<file path="src/rtl/cpu_consts.svh">
`ifndef CPU_CONSTS_SVH
`define CPU_CONSTS_SVH

// Datapath and microcode widths
`define NIBBLE_W 4
`define OPCODE_W 7
`define UPC_W 8
`define UWORD_W 16
`define FIELD_W 3

// Microword layout
`define UOP_MSB 15
`define UOP_LSB 13
`define SRC_MSB 12
`define SRC_LSB 10
`define ALUOP_MSB 12
`define ALUOP_LSB 10
`define DST_MSB 9
`define DST_LSB 7
`define FLAGW_BIT 6
`define JCOND_BIT 12
`define JFLAG_BIT 11
`define JPOL_BIT 10
`define JTGT_MSB 7
`define JTGT_LSB 0

// Macro opcodes, start address is opcode << 1
`define OP_LDA 7'h01
`define OP_LDB 7'h02
`define OP_ADD 7'h03
`define OP_SUB 7'h04
`define OP_AND 7'h05
`define OP_XOR 7'h06
`define OP_MOVBA 7'h07
`define OP_SATZ 7'h08
`define OP_HALT 7'h0f

// SATZ continuation words, odd slots of unused opcodes
`define SATZ_SAT_ADDR 8'h81
`define SATZ_ADD_ADDR 8'h83

`endif

</file>
<file path="src/rtl/cpu_types_pkg.sv">
`include "cpu_consts.svh"

package cpu_types_pkg;

  typedef logic [`NIBBLE_W-1:0] nibble_t;
  typedef logic [`OPCODE_W-1:0] opcode_t;
  typedef logic [`UPC_W-1:0] upc_t;
  typedef logic [`UWORD_W-1:0] uword_t;

  // Microword opcode field
  typedef enum logic [`UOP_MSB-`UOP_LSB:0] {
    NOP,
    TRANSFER,
    TRANSALU,
    JMP,
    END,
    HALT
  } uop_t;

  // Bus sources and destinations
  typedef enum logic [`FIELD_W-1:0] {
    REG_NONE,
    REG_A,
    REG_B,
    REG_IMM,
    REG_ALU,
    REG_ALU_WITH_FLAGS,
    REG_CONST_F
  } bus_reg_t;

  typedef enum logic [`FIELD_W-1:0] {
    ALU_ADD,
    ALU_SUB,
    ALU_AND,
    ALU_XOR,
    ALU_PASS_B
  } alu_op_t;

  typedef enum logic [1:0] {
    IDLE,
    FETCH,
    EXEC,
    HALTED
  } seq_stage_t;

endpackage

</file>
<file path="src/rtl/microcode_rom.sv">
`timescale 1ns/1ns
`include "cpu_consts.svh"

module microcode_rom (
  input  cpu_types_pkg::upc_t   upc,
  output cpu_types_pkg::uword_t uword
);
  import cpu_types_pkg::*;

  function automatic uword_t xfer(bus_reg_t src, bus_reg_t dst);
    uword_t w;
    w = '0;
    w[`UOP_MSB:`UOP_LSB] = TRANSFER;
    w[`SRC_MSB:`SRC_LSB] = src;
    w[`DST_MSB:`DST_LSB] = dst;
    return w;
  endfunction

  // ALU result onto the bus, flags written as well
  function automatic uword_t alu_word(alu_op_t op, bus_reg_t dst);
    uword_t w;
    w = '0;
    w[`UOP_MSB:`UOP_LSB] = TRANSALU;
    w[`ALUOP_MSB:`ALUOP_LSB] = op;
    w[`DST_MSB:`DST_LSB] = dst;
    w[`FLAGW_BIT] = 1'b1;
    return w;
  endfunction

  function automatic uword_t jmp(logic cond, logic on_carry, logic pol, upc_t target);
    uword_t w;
    w = '0;
    w[`UOP_MSB:`UOP_LSB] = JMP;
    w[`JCOND_BIT] = cond;
    w[`JFLAG_BIT] = on_carry;
    w[`JPOL_BIT] = pol;
    w[`JTGT_MSB:`JTGT_LSB] = target;
    return w;
  endfunction

  function automatic uword_t plain(uop_t op);
    uword_t w;
    w = '0;
    w[`UOP_MSB:`UOP_LSB] = op;
    return w;
  endfunction

  always_comb begin
    case (upc)
      {`OP_LDA, 1'b0}:   uword = xfer(REG_IMM, REG_A);
      {`OP_LDB, 1'b0}:   uword = xfer(REG_IMM, REG_B);
      {`OP_ADD, 1'b0}:   uword = alu_word(ALU_ADD, REG_A);
      {`OP_SUB, 1'b0}:   uword = alu_word(ALU_SUB, REG_A);
      {`OP_AND, 1'b0}:   uword = alu_word(ALU_AND, REG_A);
      {`OP_XOR, 1'b0}:   uword = alu_word(ALU_XOR, REG_A);
      {`OP_MOVBA, 1'b0}: uword = xfer(REG_A, REG_B);
      // SATZ branches on zero, the even slot after each target is an END
      {`OP_SATZ, 1'b0}:  uword = jmp(1'b1, 1'b0, 1'b1, `SATZ_SAT_ADDR);
      {`OP_SATZ, 1'b1}:  uword = jmp(1'b0, 1'b0, 1'b0, `SATZ_ADD_ADDR);
      `SATZ_SAT_ADDR:    uword = xfer(REG_CONST_F, REG_A);
      `SATZ_ADD_ADDR:    uword = alu_word(ALU_ADD, REG_A);
      {`OP_HALT, 1'b0}:  uword = plain(HALT);
      default:           uword = plain(END);
    endcase
  end

endmodule

</file>
<file path="src/rtl/microcode_sequencer.sv">
`timescale 1ns/1ns
`include "cpu_consts.svh"

module microcode_sequencer (
  input  logic                     clk,
  input  logic                     reset_n,
  input  logic                     instr_valid,
  input  cpu_types_pkg::opcode_t   instr_opcode,
  input  cpu_types_pkg::uword_t    uword,
  input  logic                     flag_zero,
  input  logic                     flag_carry,
  output cpu_types_pkg::upc_t      upc,
  output cpu_types_pkg::bus_reg_t  bus_src,
  output cpu_types_pkg::bus_reg_t  bus_dst,
  output cpu_types_pkg::alu_op_t   alu_operation,
  output logic                     flag_write,
  output logic                     done,
  output logic                     halted
);
  import cpu_types_pkg::*;

  seq_stage_t stage;
  uop_t       uop;
  logic       jump_flag;
  logic       jump_taken;

  // Microword decode, valid while upc is stable in FETCH
  always_comb begin
    uop = uop_t'(uword[`UOP_MSB:`UOP_LSB]);
    jump_flag = uword[`JFLAG_BIT] ? flag_carry : flag_zero;
    jump_taken = !uword[`JCOND_BIT] || (jump_flag == uword[`JPOL_BIT]);
  end

  always_ff @(posedge clk) begin
    if (!reset_n) begin
      stage <= IDLE;
      upc <= '0;
      // Bus parked on the immediate while idle
      bus_src <= REG_IMM;
      bus_dst <= REG_NONE;
      alu_operation <= ALU_ADD;
      flag_write <= 1'b0;
      done <= 1'b0;
      halted <= 1'b0;
    end else begin
      case (stage)
        IDLE: begin
          if (instr_valid) begin
            upc <= {instr_opcode, 1'b0};
            bus_src <= REG_NONE;
            stage <= FETCH;
          end
        end

        FETCH: begin
          // Controls registered here are live for the whole EXEC cycle
          stage <= EXEC;
          upc <= upc + 1'b1;
          case (uop)
            TRANSFER: begin
              bus_src <= bus_reg_t'(uword[`SRC_MSB:`SRC_LSB]);
              bus_dst <= bus_reg_t'(uword[`DST_MSB:`DST_LSB]);
            end
            TRANSALU: begin
              alu_operation <= alu_op_t'(uword[`ALUOP_MSB:`ALUOP_LSB]);
              bus_src <= uword[`FLAGW_BIT] ? REG_ALU_WITH_FLAGS : REG_ALU;
              bus_dst <= bus_reg_t'(uword[`DST_MSB:`DST_LSB]);
              flag_write <= uword[`FLAGW_BIT];
            end
            JMP: begin
              if (jump_taken) begin
                upc <= uword[`JTGT_MSB:`JTGT_LSB];
              end
            end
            END: begin
              done <= 1'b1;
            end
            HALT: begin
              halted <= 1'b1;
              stage <= HALTED;
            end
            default: begin
            end
          endcase
        end

        EXEC: begin
          // Register bus writes at the end of this cycle
          bus_src <= REG_NONE;
          bus_dst <= REG_NONE;
          flag_write <= 1'b0;
          if (done) begin
            done <= 1'b0;
            bus_src <= REG_IMM;
            stage <= IDLE;
          end else begin
            stage <= FETCH;
          end
        end

        default: begin
          // Stuck here until reset
          stage <= HALTED;
        end
      endcase
    end
  end

endmodule

</file>
<file path="src/rtl/alu.sv">
`timescale 1ns/1ns
`include "cpu_consts.svh"

module alu (
  input  cpu_types_pkg::nibble_t  operand_a,
  input  cpu_types_pkg::nibble_t  operand_b,
  input  cpu_types_pkg::alu_op_t  alu_operation,
  output cpu_types_pkg::nibble_t  alu_result,
  output logic                    alu_carry,
  output logic                    alu_zero
);
  import cpu_types_pkg::*;

  // One extra bit for carry out or borrow
  logic [`NIBBLE_W:0] sum;

  always_comb begin
    sum = '0;
    alu_carry = 1'b0;
    case (alu_operation)
      ALU_ADD: begin
        sum = {1'b0, operand_a} + {1'b0, operand_b};
        alu_carry = sum[`NIBBLE_W];
      end
      ALU_SUB: begin
        // Top bit set on borrow
        sum = {1'b0, operand_a} - {1'b0, operand_b};
        alu_carry = sum[`NIBBLE_W];
      end
      ALU_AND: begin
        sum = {1'b0, operand_a & operand_b};
      end
      ALU_XOR: begin
        sum = {1'b0, operand_a ^ operand_b};
      end
      ALU_PASS_B: begin
        sum = {1'b0, operand_b};
      end
      default: begin
        sum = '0;
      end
    endcase
    alu_result = sum[`NIBBLE_W-1:0];
    alu_zero = (alu_result == '0);
  end

endmodule

</file>
<file path="src/rtl/register_bus.sv">
`timescale 1ns/1ns
`include "cpu_consts.svh"

module register_bus (
  input  logic                     clk,
  input  logic                     reset_n,
  input  logic                     instr_valid,
  input  cpu_types_pkg::nibble_t   instr_imm,
  input  cpu_types_pkg::bus_reg_t  bus_src,
  input  cpu_types_pkg::bus_reg_t  bus_dst,
  input  logic                     flag_write,
  input  cpu_types_pkg::nibble_t   alu_result,
  input  logic                     alu_carry,
  input  logic                     alu_zero,
  output cpu_types_pkg::nibble_t   operand_a,
  output cpu_types_pkg::nibble_t   operand_b,
  output logic                     flag_zero,
  output logic                     flag_carry
);
  import cpu_types_pkg::*;

  nibble_t reg_a_q;
  nibble_t reg_b_q;
  nibble_t imm_q;
  nibble_t bus_value;
  logic    imm_load;

  // Sequencer parks the bus on the immediate only when idle
  assign imm_load = instr_valid && (bus_src == REG_IMM) && (bus_dst == REG_NONE);

  always_comb begin
    case (bus_src)
      REG_A:                      bus_value = reg_a_q;
      REG_B:                      bus_value = reg_b_q;
      REG_IMM:                    bus_value = imm_q;
      REG_ALU, REG_ALU_WITH_FLAGS: bus_value = alu_result;
      REG_CONST_F:                bus_value = {`NIBBLE_W{1'b1}};
      default:                    bus_value = '0;
    endcase
  end

  always_ff @(posedge clk) begin
    if (imm_load) begin
      imm_q <= instr_imm;
    end
  end

  always_ff @(posedge clk) begin
    if (!reset_n) begin
      reg_a_q <= '0;
      reg_b_q <= '0;
      flag_zero <= 1'b0;
      flag_carry <= 1'b0;
    end else begin
      case (bus_dst)
        REG_A: reg_a_q <= bus_value;
        REG_B: reg_b_q <= bus_value;
        default: begin
        end
      endcase
      if (flag_write) begin
        flag_zero <= alu_zero;
        flag_carry <= alu_carry;
      end
    end
  end

  assign operand_a = reg_a_q;
  assign operand_b = reg_b_q;

endmodule

</file>
<file path="src/rtl/cpu_core.sv">
`timescale 1ns/1ns

module cpu_core (
  input  logic                    clk,
  input  logic                    reset_n,
  input  logic                    instr_valid,
  input  cpu_types_pkg::opcode_t  instr_opcode,
  input  cpu_types_pkg::nibble_t  instr_imm,
  output cpu_types_pkg::nibble_t  reg_a,
  output cpu_types_pkg::nibble_t  reg_b,
  output logic                    flag_zero,
  output logic                    flag_carry,
  output logic                    done,
  output logic                    halted
);
  import cpu_types_pkg::*;

  upc_t     upc;
  uword_t   uword;
  bus_reg_t bus_src;
  bus_reg_t bus_dst;
  alu_op_t  alu_operation;
  logic     flag_write;
  nibble_t  operand_a;
  nibble_t  operand_b;
  nibble_t  alu_result;
  logic     alu_carry;
  logic     alu_zero;

  microcode_sequencer i_sequencer (
    .clk           (clk),
    .reset_n       (reset_n),
    .instr_valid   (instr_valid),
    .instr_opcode  (instr_opcode),
    .uword         (uword),
    .flag_zero     (flag_zero),
    .flag_carry    (flag_carry),
    .upc           (upc),
    .bus_src       (bus_src),
    .bus_dst       (bus_dst),
    .alu_operation (alu_operation),
    .flag_write    (flag_write),
    .done          (done),
    .halted        (halted)
  );

  microcode_rom i_rom (
    .upc   (upc),
    .uword (uword)
  );

  alu i_alu (
    .operand_a     (operand_a),
    .operand_b     (operand_b),
    .alu_operation (alu_operation),
    .alu_result    (alu_result),
    .alu_carry     (alu_carry),
    .alu_zero      (alu_zero)
  );

  register_bus i_register_bus (
    .clk         (clk),
    .reset_n     (reset_n),
    .instr_valid (instr_valid),
    .instr_imm   (instr_imm),
    .bus_src     (bus_src),
    .bus_dst     (bus_dst),
    .flag_write  (flag_write),
    .alu_result  (alu_result),
    .alu_carry   (alu_carry),
    .alu_zero    (alu_zero),
    .operand_a   (operand_a),
    .operand_b   (operand_b),
    .flag_zero   (flag_zero),
    .flag_carry  (flag_carry)
  );

  // Register file is visible straight from the ALU operands
  assign reg_a = operand_a;
  assign reg_b = operand_b;

endmodule

</file>
<file path="config.mk">
export PLATFORM = sky130hd
export DESIGN_NAME = cpu_core
export DESIGN_NICKNAME = d
export VERILOG_FILES = /design/src/rtl/cpu_types_pkg.sv /design/src/rtl/microcode_rom.sv /design/src/rtl/microcode_sequencer.sv /design/src/rtl/alu.sv /design/src/rtl/register_bus.sv /design/src/rtl/cpu_core.sv
export VERILOG_INCLUDE_DIRS = /design/src /design/src/rtl
export SDC_FILE = /design/constraint.sdc
export NUM_CORES = 1
export LEC_CHECK = 0
export BUFFER_PORTS_ARGS = -buffer_cell sky130_fd_sc_hd__buf_2
export CELL_PAD_IN_SITES_DETAIL_PLACEMENT = 0
export CELL_PAD_IN_SITES_GLOBAL_PLACEMENT = 1
export CORE_ASPECT_RATIO = 1.4
export CORE_UTILIZATION = 35
export CTS_CLUSTER_DIAMETER = 200
export DETAILED_ROUTE_END_ITERATION = 12
export PLACE_DENSITY_LB_ADDON = 0.1
export SLEW_MARGIN = 20
export SYNTH_ARGS = -nofsm -noshare
export SYNTH_HDL_FRONTEND = slang
export SYNTH_SLANG_ARGS = --single-unit
</file>
<file path="constraint.sdc">
create_clock -name clk -period 2.1 [get_ports clk]
set_input_delay 0.105 -clock clk [delete_from_list [all_inputs] [get_ports clk]]
set_output_delay 0.105 -clock clk [all_outputs]
set_load 0.05 [all_outputs]
</file>
==> results of run 1 <==
[cells by family after synthesis]
kind of cell | count (synthesis) | synth area share, %
simple gates | 118 | 24.3
compound gates | 94 | 24.9
buf+inv | 39 | 6.41
flops | 35 | 28.5
fa+ha+maj | 18 | 9.25
mux | 11 | 4.24
xor+xnor | 7 | 2.36
[worst paths after layout]
kind,from,endpoint,slack (ns)
max,i_register_bus.operand_b[0],i_register_bus.flag_zero,0.02
min,instr_opcode[1],i_sequencer.upc[2],0.09
max reg2reg,i_register_bus.operand_b[0],i_register_bus.flag_zero,0.02
min reg2reg,i_sequencer.halted,i_sequencer.halted,0.47
[routing by layer]
layer / wire [µm] / vias to the layer above / track usage, %
met1: 3220 / 1252 / 24.0
li1: - / 1332 / -
met3: 144 / 8 / 2.42
met5: 0 / - / 0
met4: 127 / 0 / 7.41
met2: 4680 / 40 / 42.3
[final cells by class]
| type | count | area [µm²] |
|---|---|---|
| inverter | 18 | 72.6 |
| clock buffer | 5 | 68.8 |
| fill | 719 | 3440 |
| timing repair buffer | 92 | 649 |
| multi-input combinational | 248 | 1880 |
| sequential | 35 | 769 |
| tap | 95 | 119 |
| clock inverter | 3 | 67.6 |
[worst max-delay path, delay by kind of cell (launching register included)]
family | cells | cell delay, ns
DFF | 1 | 0.37
adders and majority gates | 2 | 0.52
xor gates and xnor gates | 1 | 0.15
AOI/OAI and AO/OA | 3 | 0.48
and+or+nand+nor | 2 | 0.49
[registers in the layout (all words and copies together), names as in the netlist]
register / flops
i_sequencer.halted: 1
i_register_bus.operand_b: 4
i_sequencer.upc: 8
i_register_bus.flag_zero: 1
i_sequencer.alu_operation: 3
i_sequencer.bus_dst: 2
i_sequencer.done: 1
i_sequencer.bus_src: 3
i_sequencer.flag_write: 1
i_sequencer.stage: 2
i_register_bus.flag_carry: 1
i_register_bus.operand_a: 4
i_register_bus.imm_q: 4
[Yosys cell counts (all sizes together) (7+ instances only)]
cell type  number  share of area [%]
nand2          15                2.2
nor2           31                4.5
mux2i          11                4.2
nor3           10                2.1
o21ai          13                2.5
and3            7                1.7
nand3          16                3.1
dfxtp          31                 24
a211oi          9                2.6
buf             9                2.1
ha             16                7.7
o21a            7                2.0
nor2b          15                3.6
clkbuf         12                1.7
a21oi          22                4.2
inv            17                2.5
a22oi           7                2.0
[metrics by stage]
stage | instance area (µm²) | TNS [ns] | setup WS [ns]
after global routing | 3630 | -0.295 | -0.0825
after CTS | 3500 | -0.0102 | -0.0102
after detailed placement | 3210 | -0.425 | -0.0970
after global placement | 3210 | -0.113 | -0.0921
after floorplan | 2690 | 0 | 0.00304
final | 3630 | 0 | 0.0169
[power by group]
group | internal [mW] | total, mW | switching, mW
registers | 0.813 | 1.01 | 0.201
logic | 1.11 | 2.24 | 1.13
clock network | 0.474 | 0.741 | 0.268
[what timing repair did]
| action | 4_1_cts | 5_1_grt |
|---|---|---|
| setup buffers | 5 | 6 |
| hold endpoints to repair | 4 | 0 |
| pin swaps | 10 | 21 |
| gates resized for setup | 20 | 23 |
| hold buffers | 4 | 0 |
| setup endpoints to repair | 15 | 19 |
==> results.json, run 1 <==
{
  "yosysSeqAreaShare_pct": 28.5,
  "ys_seq_elements": 35,
  "initial_utilization_pct": 36.7,
  "worst_pin_slew_ns": 0.683,
  "num_rows": 36,
  "nNetsFinal": 432,
  "drt.antenna.violating_nets": 0,
  "crit_chain": "ha_4 -> fa_2 -> xor2_1 -> nor3_1 -> a31oi_1 -> o221ai_2 -> or4_1 -> o22ai_1",
  "final_core_util_pct": 51.3,
  "power.density_nw_per_um2": 1100,
  "first_pass_iters": 4,
  "track_usage_pct": 22.2,
  "reg2reg_depth": 8,
  "die_height_um": 104,
  "slowest_stage": "or4_1",
  "ir_drop_mv": 0.572,
  "finalCritPeriodShare_pct": 99.2,
  "gp_congestion": 0.837,
  "grt_pass1_vias": 2634,
  "cts_inserted_buffers": 5,
  "core_area_um2": 7070,
  "antenna_found_initial": 0,
  "max_freq_mhz": 480,
  "cts-root-buf": "clkbuf_8",
  "cp.required_ns": 2.31,
  "synth.distinct_cells": 54,
  "via_per_inst": 5.31,
  "p_total_mw": 3.99,
  "syn_area_um2": 2600,
  "grt_max_degree": 18,
  "syn_nets": 354,
  "cts_tree": "done",
  "synth_cells": 322,
  "final_cells": 496,
  "die-area_um2": 7770,
  "rsz0062_at_grt": "yes",
  "cp_max_fo": 4,
  "crit_path_start_kind": "flop",
  "synth_edf_count": 4,
  "whs_ns": 0.0930,
  "clkTransAtPathRegs_ns": 0.08,
  "htreeDepth": 2,
  "vias": 2632,
  "finalSetupViolCount": 0,
  "outcome": "finished clean",
  "grt_pass1_wl_um": 13000,
  "drc": 0,
  "slew_violations": 0,
  "syn_to_final_growth_pct": 39.7,
  "io_pins": 26,
  "layout_commonest_cell": "buf_4",
  "drive_gt1_share_pct": 35.4,
  "worstSetupPathType": "flop to flop",
  "arrival_ns": 2.30,
  "hold_depth": 3,
  "fin_skew_ns": 0.00920,
  "mostFrequentLayoutCells": "buf_4, nor2_1, buf_2",
  "wl_per_cell_um": 16.5,
  "antenna_cells": 0,
  "synth.avg_cell_area_um2": 8.06,
  "die_w_um": 74.8,
  "clock_path_buffers": 2,
  "wl_um": 8170,
  "synthFlopType": "dfxtp_1",
  "slew_headroom_pct": 54.0,
  "yosys_warnings": 0,
  "grt.overflow.total": 0,
  "clk_latency_ns": 0.29,
  "worstHoldPathType": "primary input to flop",
  "max-cap-violations": 0,
  "cts_sinks": 35,
  "drtIter0Drc": 83,
  "finalHoldViolCount": 0,
  "io_buffers": 25,
  "hpwlAfterDp_um": 6260,
  "crit_path_end_kind": "flop",
  "synthArstFlopShare_pct": 0,
  "leakage_nw": 1.54,
  "min_period_ns": 2.08,
  "cpPeakStageDelay_ns": 0.43,
  "dp.cells": 474
}
Power figures use the tool's default switching activity.
==> inputs of run 2 (changes only) <==
Clock period 2.1 ns to 2.4 ns, I/O delays scaled along.
==> run 2 against run 1 <==
Net effect:
- clock power shrank 26%
- critical path depth is the same
- routed wire length shrank 8.5%
- final cell count shrank 9.1%
- maximum frequency shrank 9.2%
- worst hold slack lost 0.084 ns
- global-route usage shrank 2.0 points
- count of clock-buffer cells in the layout is the same
- sequential share of layout area grew 3.3 points
- sequential cell count is the same
- core utilization shrank 8.3 points
- first-iteration DRC count grew 48%
- largest cell class unchanged
- largest power group unchanged
==> results.json, run 2 (synthesis gave the netlist of run 1 again) <==
{
  "first_pass_iters": 4,
  "drive_gt1_share_pct": 18.0,
  "slew_headroom_pct": 56.2,
  "via_per_inst": 5.40,
  "max_freq_mhz": 436,
  "cp_max_fo": 6,
  "worst_pin_slew_ns": 0.651,
  "nNetsFinal": 387,
  "final_cells": 451,
  "dp.cells": 440,
  "crit_chain": "ha_1 -> fa_2 -> xor2_1 -> nor3_1 -> a31oi_1 -> o221ai_2 -> or4_1 -> o22ai_1",
  "power.density_nw_per_um2": 946,
  "slowest_stage": "or4_1",
  "initial_utilization_pct": 36.7,
  "vias": 2437,
  "gp_congestion": 0.812,
  "fin_skew_ns": 0.00403,
  "finalHoldViolCount": 0,
  "arrival_ns": 2.51,
  "clk_latency_ns": 0.29,
  "grt.overflow.total": 0,
  "antenna_cells": 0,
  "min_period_ns": 2.29,
  "outcome": "finished clean",
  "crit_path_end_kind": "flop",
  "track_usage_pct": 20.2,
  "die-area_um2": 7770,
  "grt_pass1_vias": 2412,
  "grt_pass1_wl_um": 11900,
  "rsz0062_at_grt": "no",
  "wl_per_cell_um": 16.6,
  "largest_register_ffs": 8,
  "top_register": "i_sequencer.upc",
  "worstHoldPathType": "primary input to flop",
  "max-cap-violations": 0,
  "drt.antenna.violating_nets": 0,
  "core_area_um2": 7070,
  "htreeDepth": 2,
  "hpwlAfterDp_um": 5840,
  "setup_tns_ns": 0,
  "drtIter0Drc": 123,
  "cts_tree": "done",
  "p_total_mw": 2.88,
  "die_w_um": 74.8,
  "antenna_found_initial": 0,
  "layout_commonest_cell": "nor2_1",
  "cpPeakStageDelay_ns": 0.53,
  "io_buffers": 25,
  "finalCritPeriodShare_pct": 95.6,
  "mostFrequentLayoutCells": "nor2_1, dfxtp_1, buf_2",
  "slew_violations": 0,
  "leakage_nw": 1.27,
  "final_core_util_pct": 43.0,
  "ir_drop_mv": 0.463,
  "whs_ns": 0.00928,
  "syn_to_final_growth_pct": 17.1,
  "num_rows": 36,
  "reg2reg_slack_ns": 0.11,
  "worstSetupPathType": "flop to flop",
  "die_height_um": 104,
  "cp.required_ns": 2.62,
  "finalSetupViolCount": 0,
  "io_pins": 26,
  "cts-root-buf": "clkbuf_8",
  "crit_path_start_kind": "flop",
  "clock_path_buffers": 2,
  "grt_max_degree": 18,
  "cts_sinks": 35,
  "drc": 0,
  "post-cts-setup-buffers": 0,
  "cts_inserted_buffers": 5,
  "clkTransAtPathRegs_ns": 0.08,
  "wl_um": 7470
}
-- run 2: repair_timing --
item / 4_1_cts / 5_1_grt
hold buffers: 3 / 0
endpoints found under the hold margin: 3 / 0
resized for setup: 0 / 3
setup endpoints to repair: 0 / 5
-- run 2: cell type report --
class,instances,area [µm²]
fillers,771,4030
multi-input cells,248,1700
flip-flops and latches,35,744
repair buffers,47,298
well taps,95,119
clock buffers,5,68.8
inverters,18,67.6
clock inverters,3,43.8
-- run 2: path summary, 6_finish.rpt --
check / endpoint / start / cells past startpoint
worst max-delay path: i_register_bus.flag_zero / i_register_bus.operand_b[0] / 8
worst min-delay path: i_register_bus.imm_q[1] / instr_imm[1] / 1
worst max register to register: i_register_bus.flag_zero / i_register_bus.operand_b[0] / 8
worst min register to register: i_sequencer.halted / i_sequencer.halted / 2
-- run 2: power by group --
part | switching (mW) | internal (mW)
combinational | 0.818 | 0.620
sequential | 0.186 | 0.703
clock | 0.241 | 0.310
-- run 2: per-layer routing --
layer | vias to the layer above | track usage, % | wire length [µm]
met5 | - | 0 | 0
met3 | 13 | 2.42 | 136
met2 | 43 | 38.4 | 4190
met4 | 0 | 7.28 | 146
li1 | 1236 | - | -
met1 | 1145 | 21.5 | 3010
-- run 2: metrics by stage --
stage / cell area (µm²) / setup slack [ns]
after floorplan: 2600 / 0.0144
after global routing: 3040 / 0.00331
after detailed placement: 2890 / 0.0527
after CTS: 3030 / 0.0246
after global placement: 2890 / 0.0685
final: 3040 / 0.106
-- run 2: critical path: cells and delay by family, from the launching register on --
family          cells  cell delay (ns)
flops               1             0.36
compound gates      3             0.51
simple gates        2             0.58
xor+xnor            1             0.15
fa+ha+maj           2             0.61
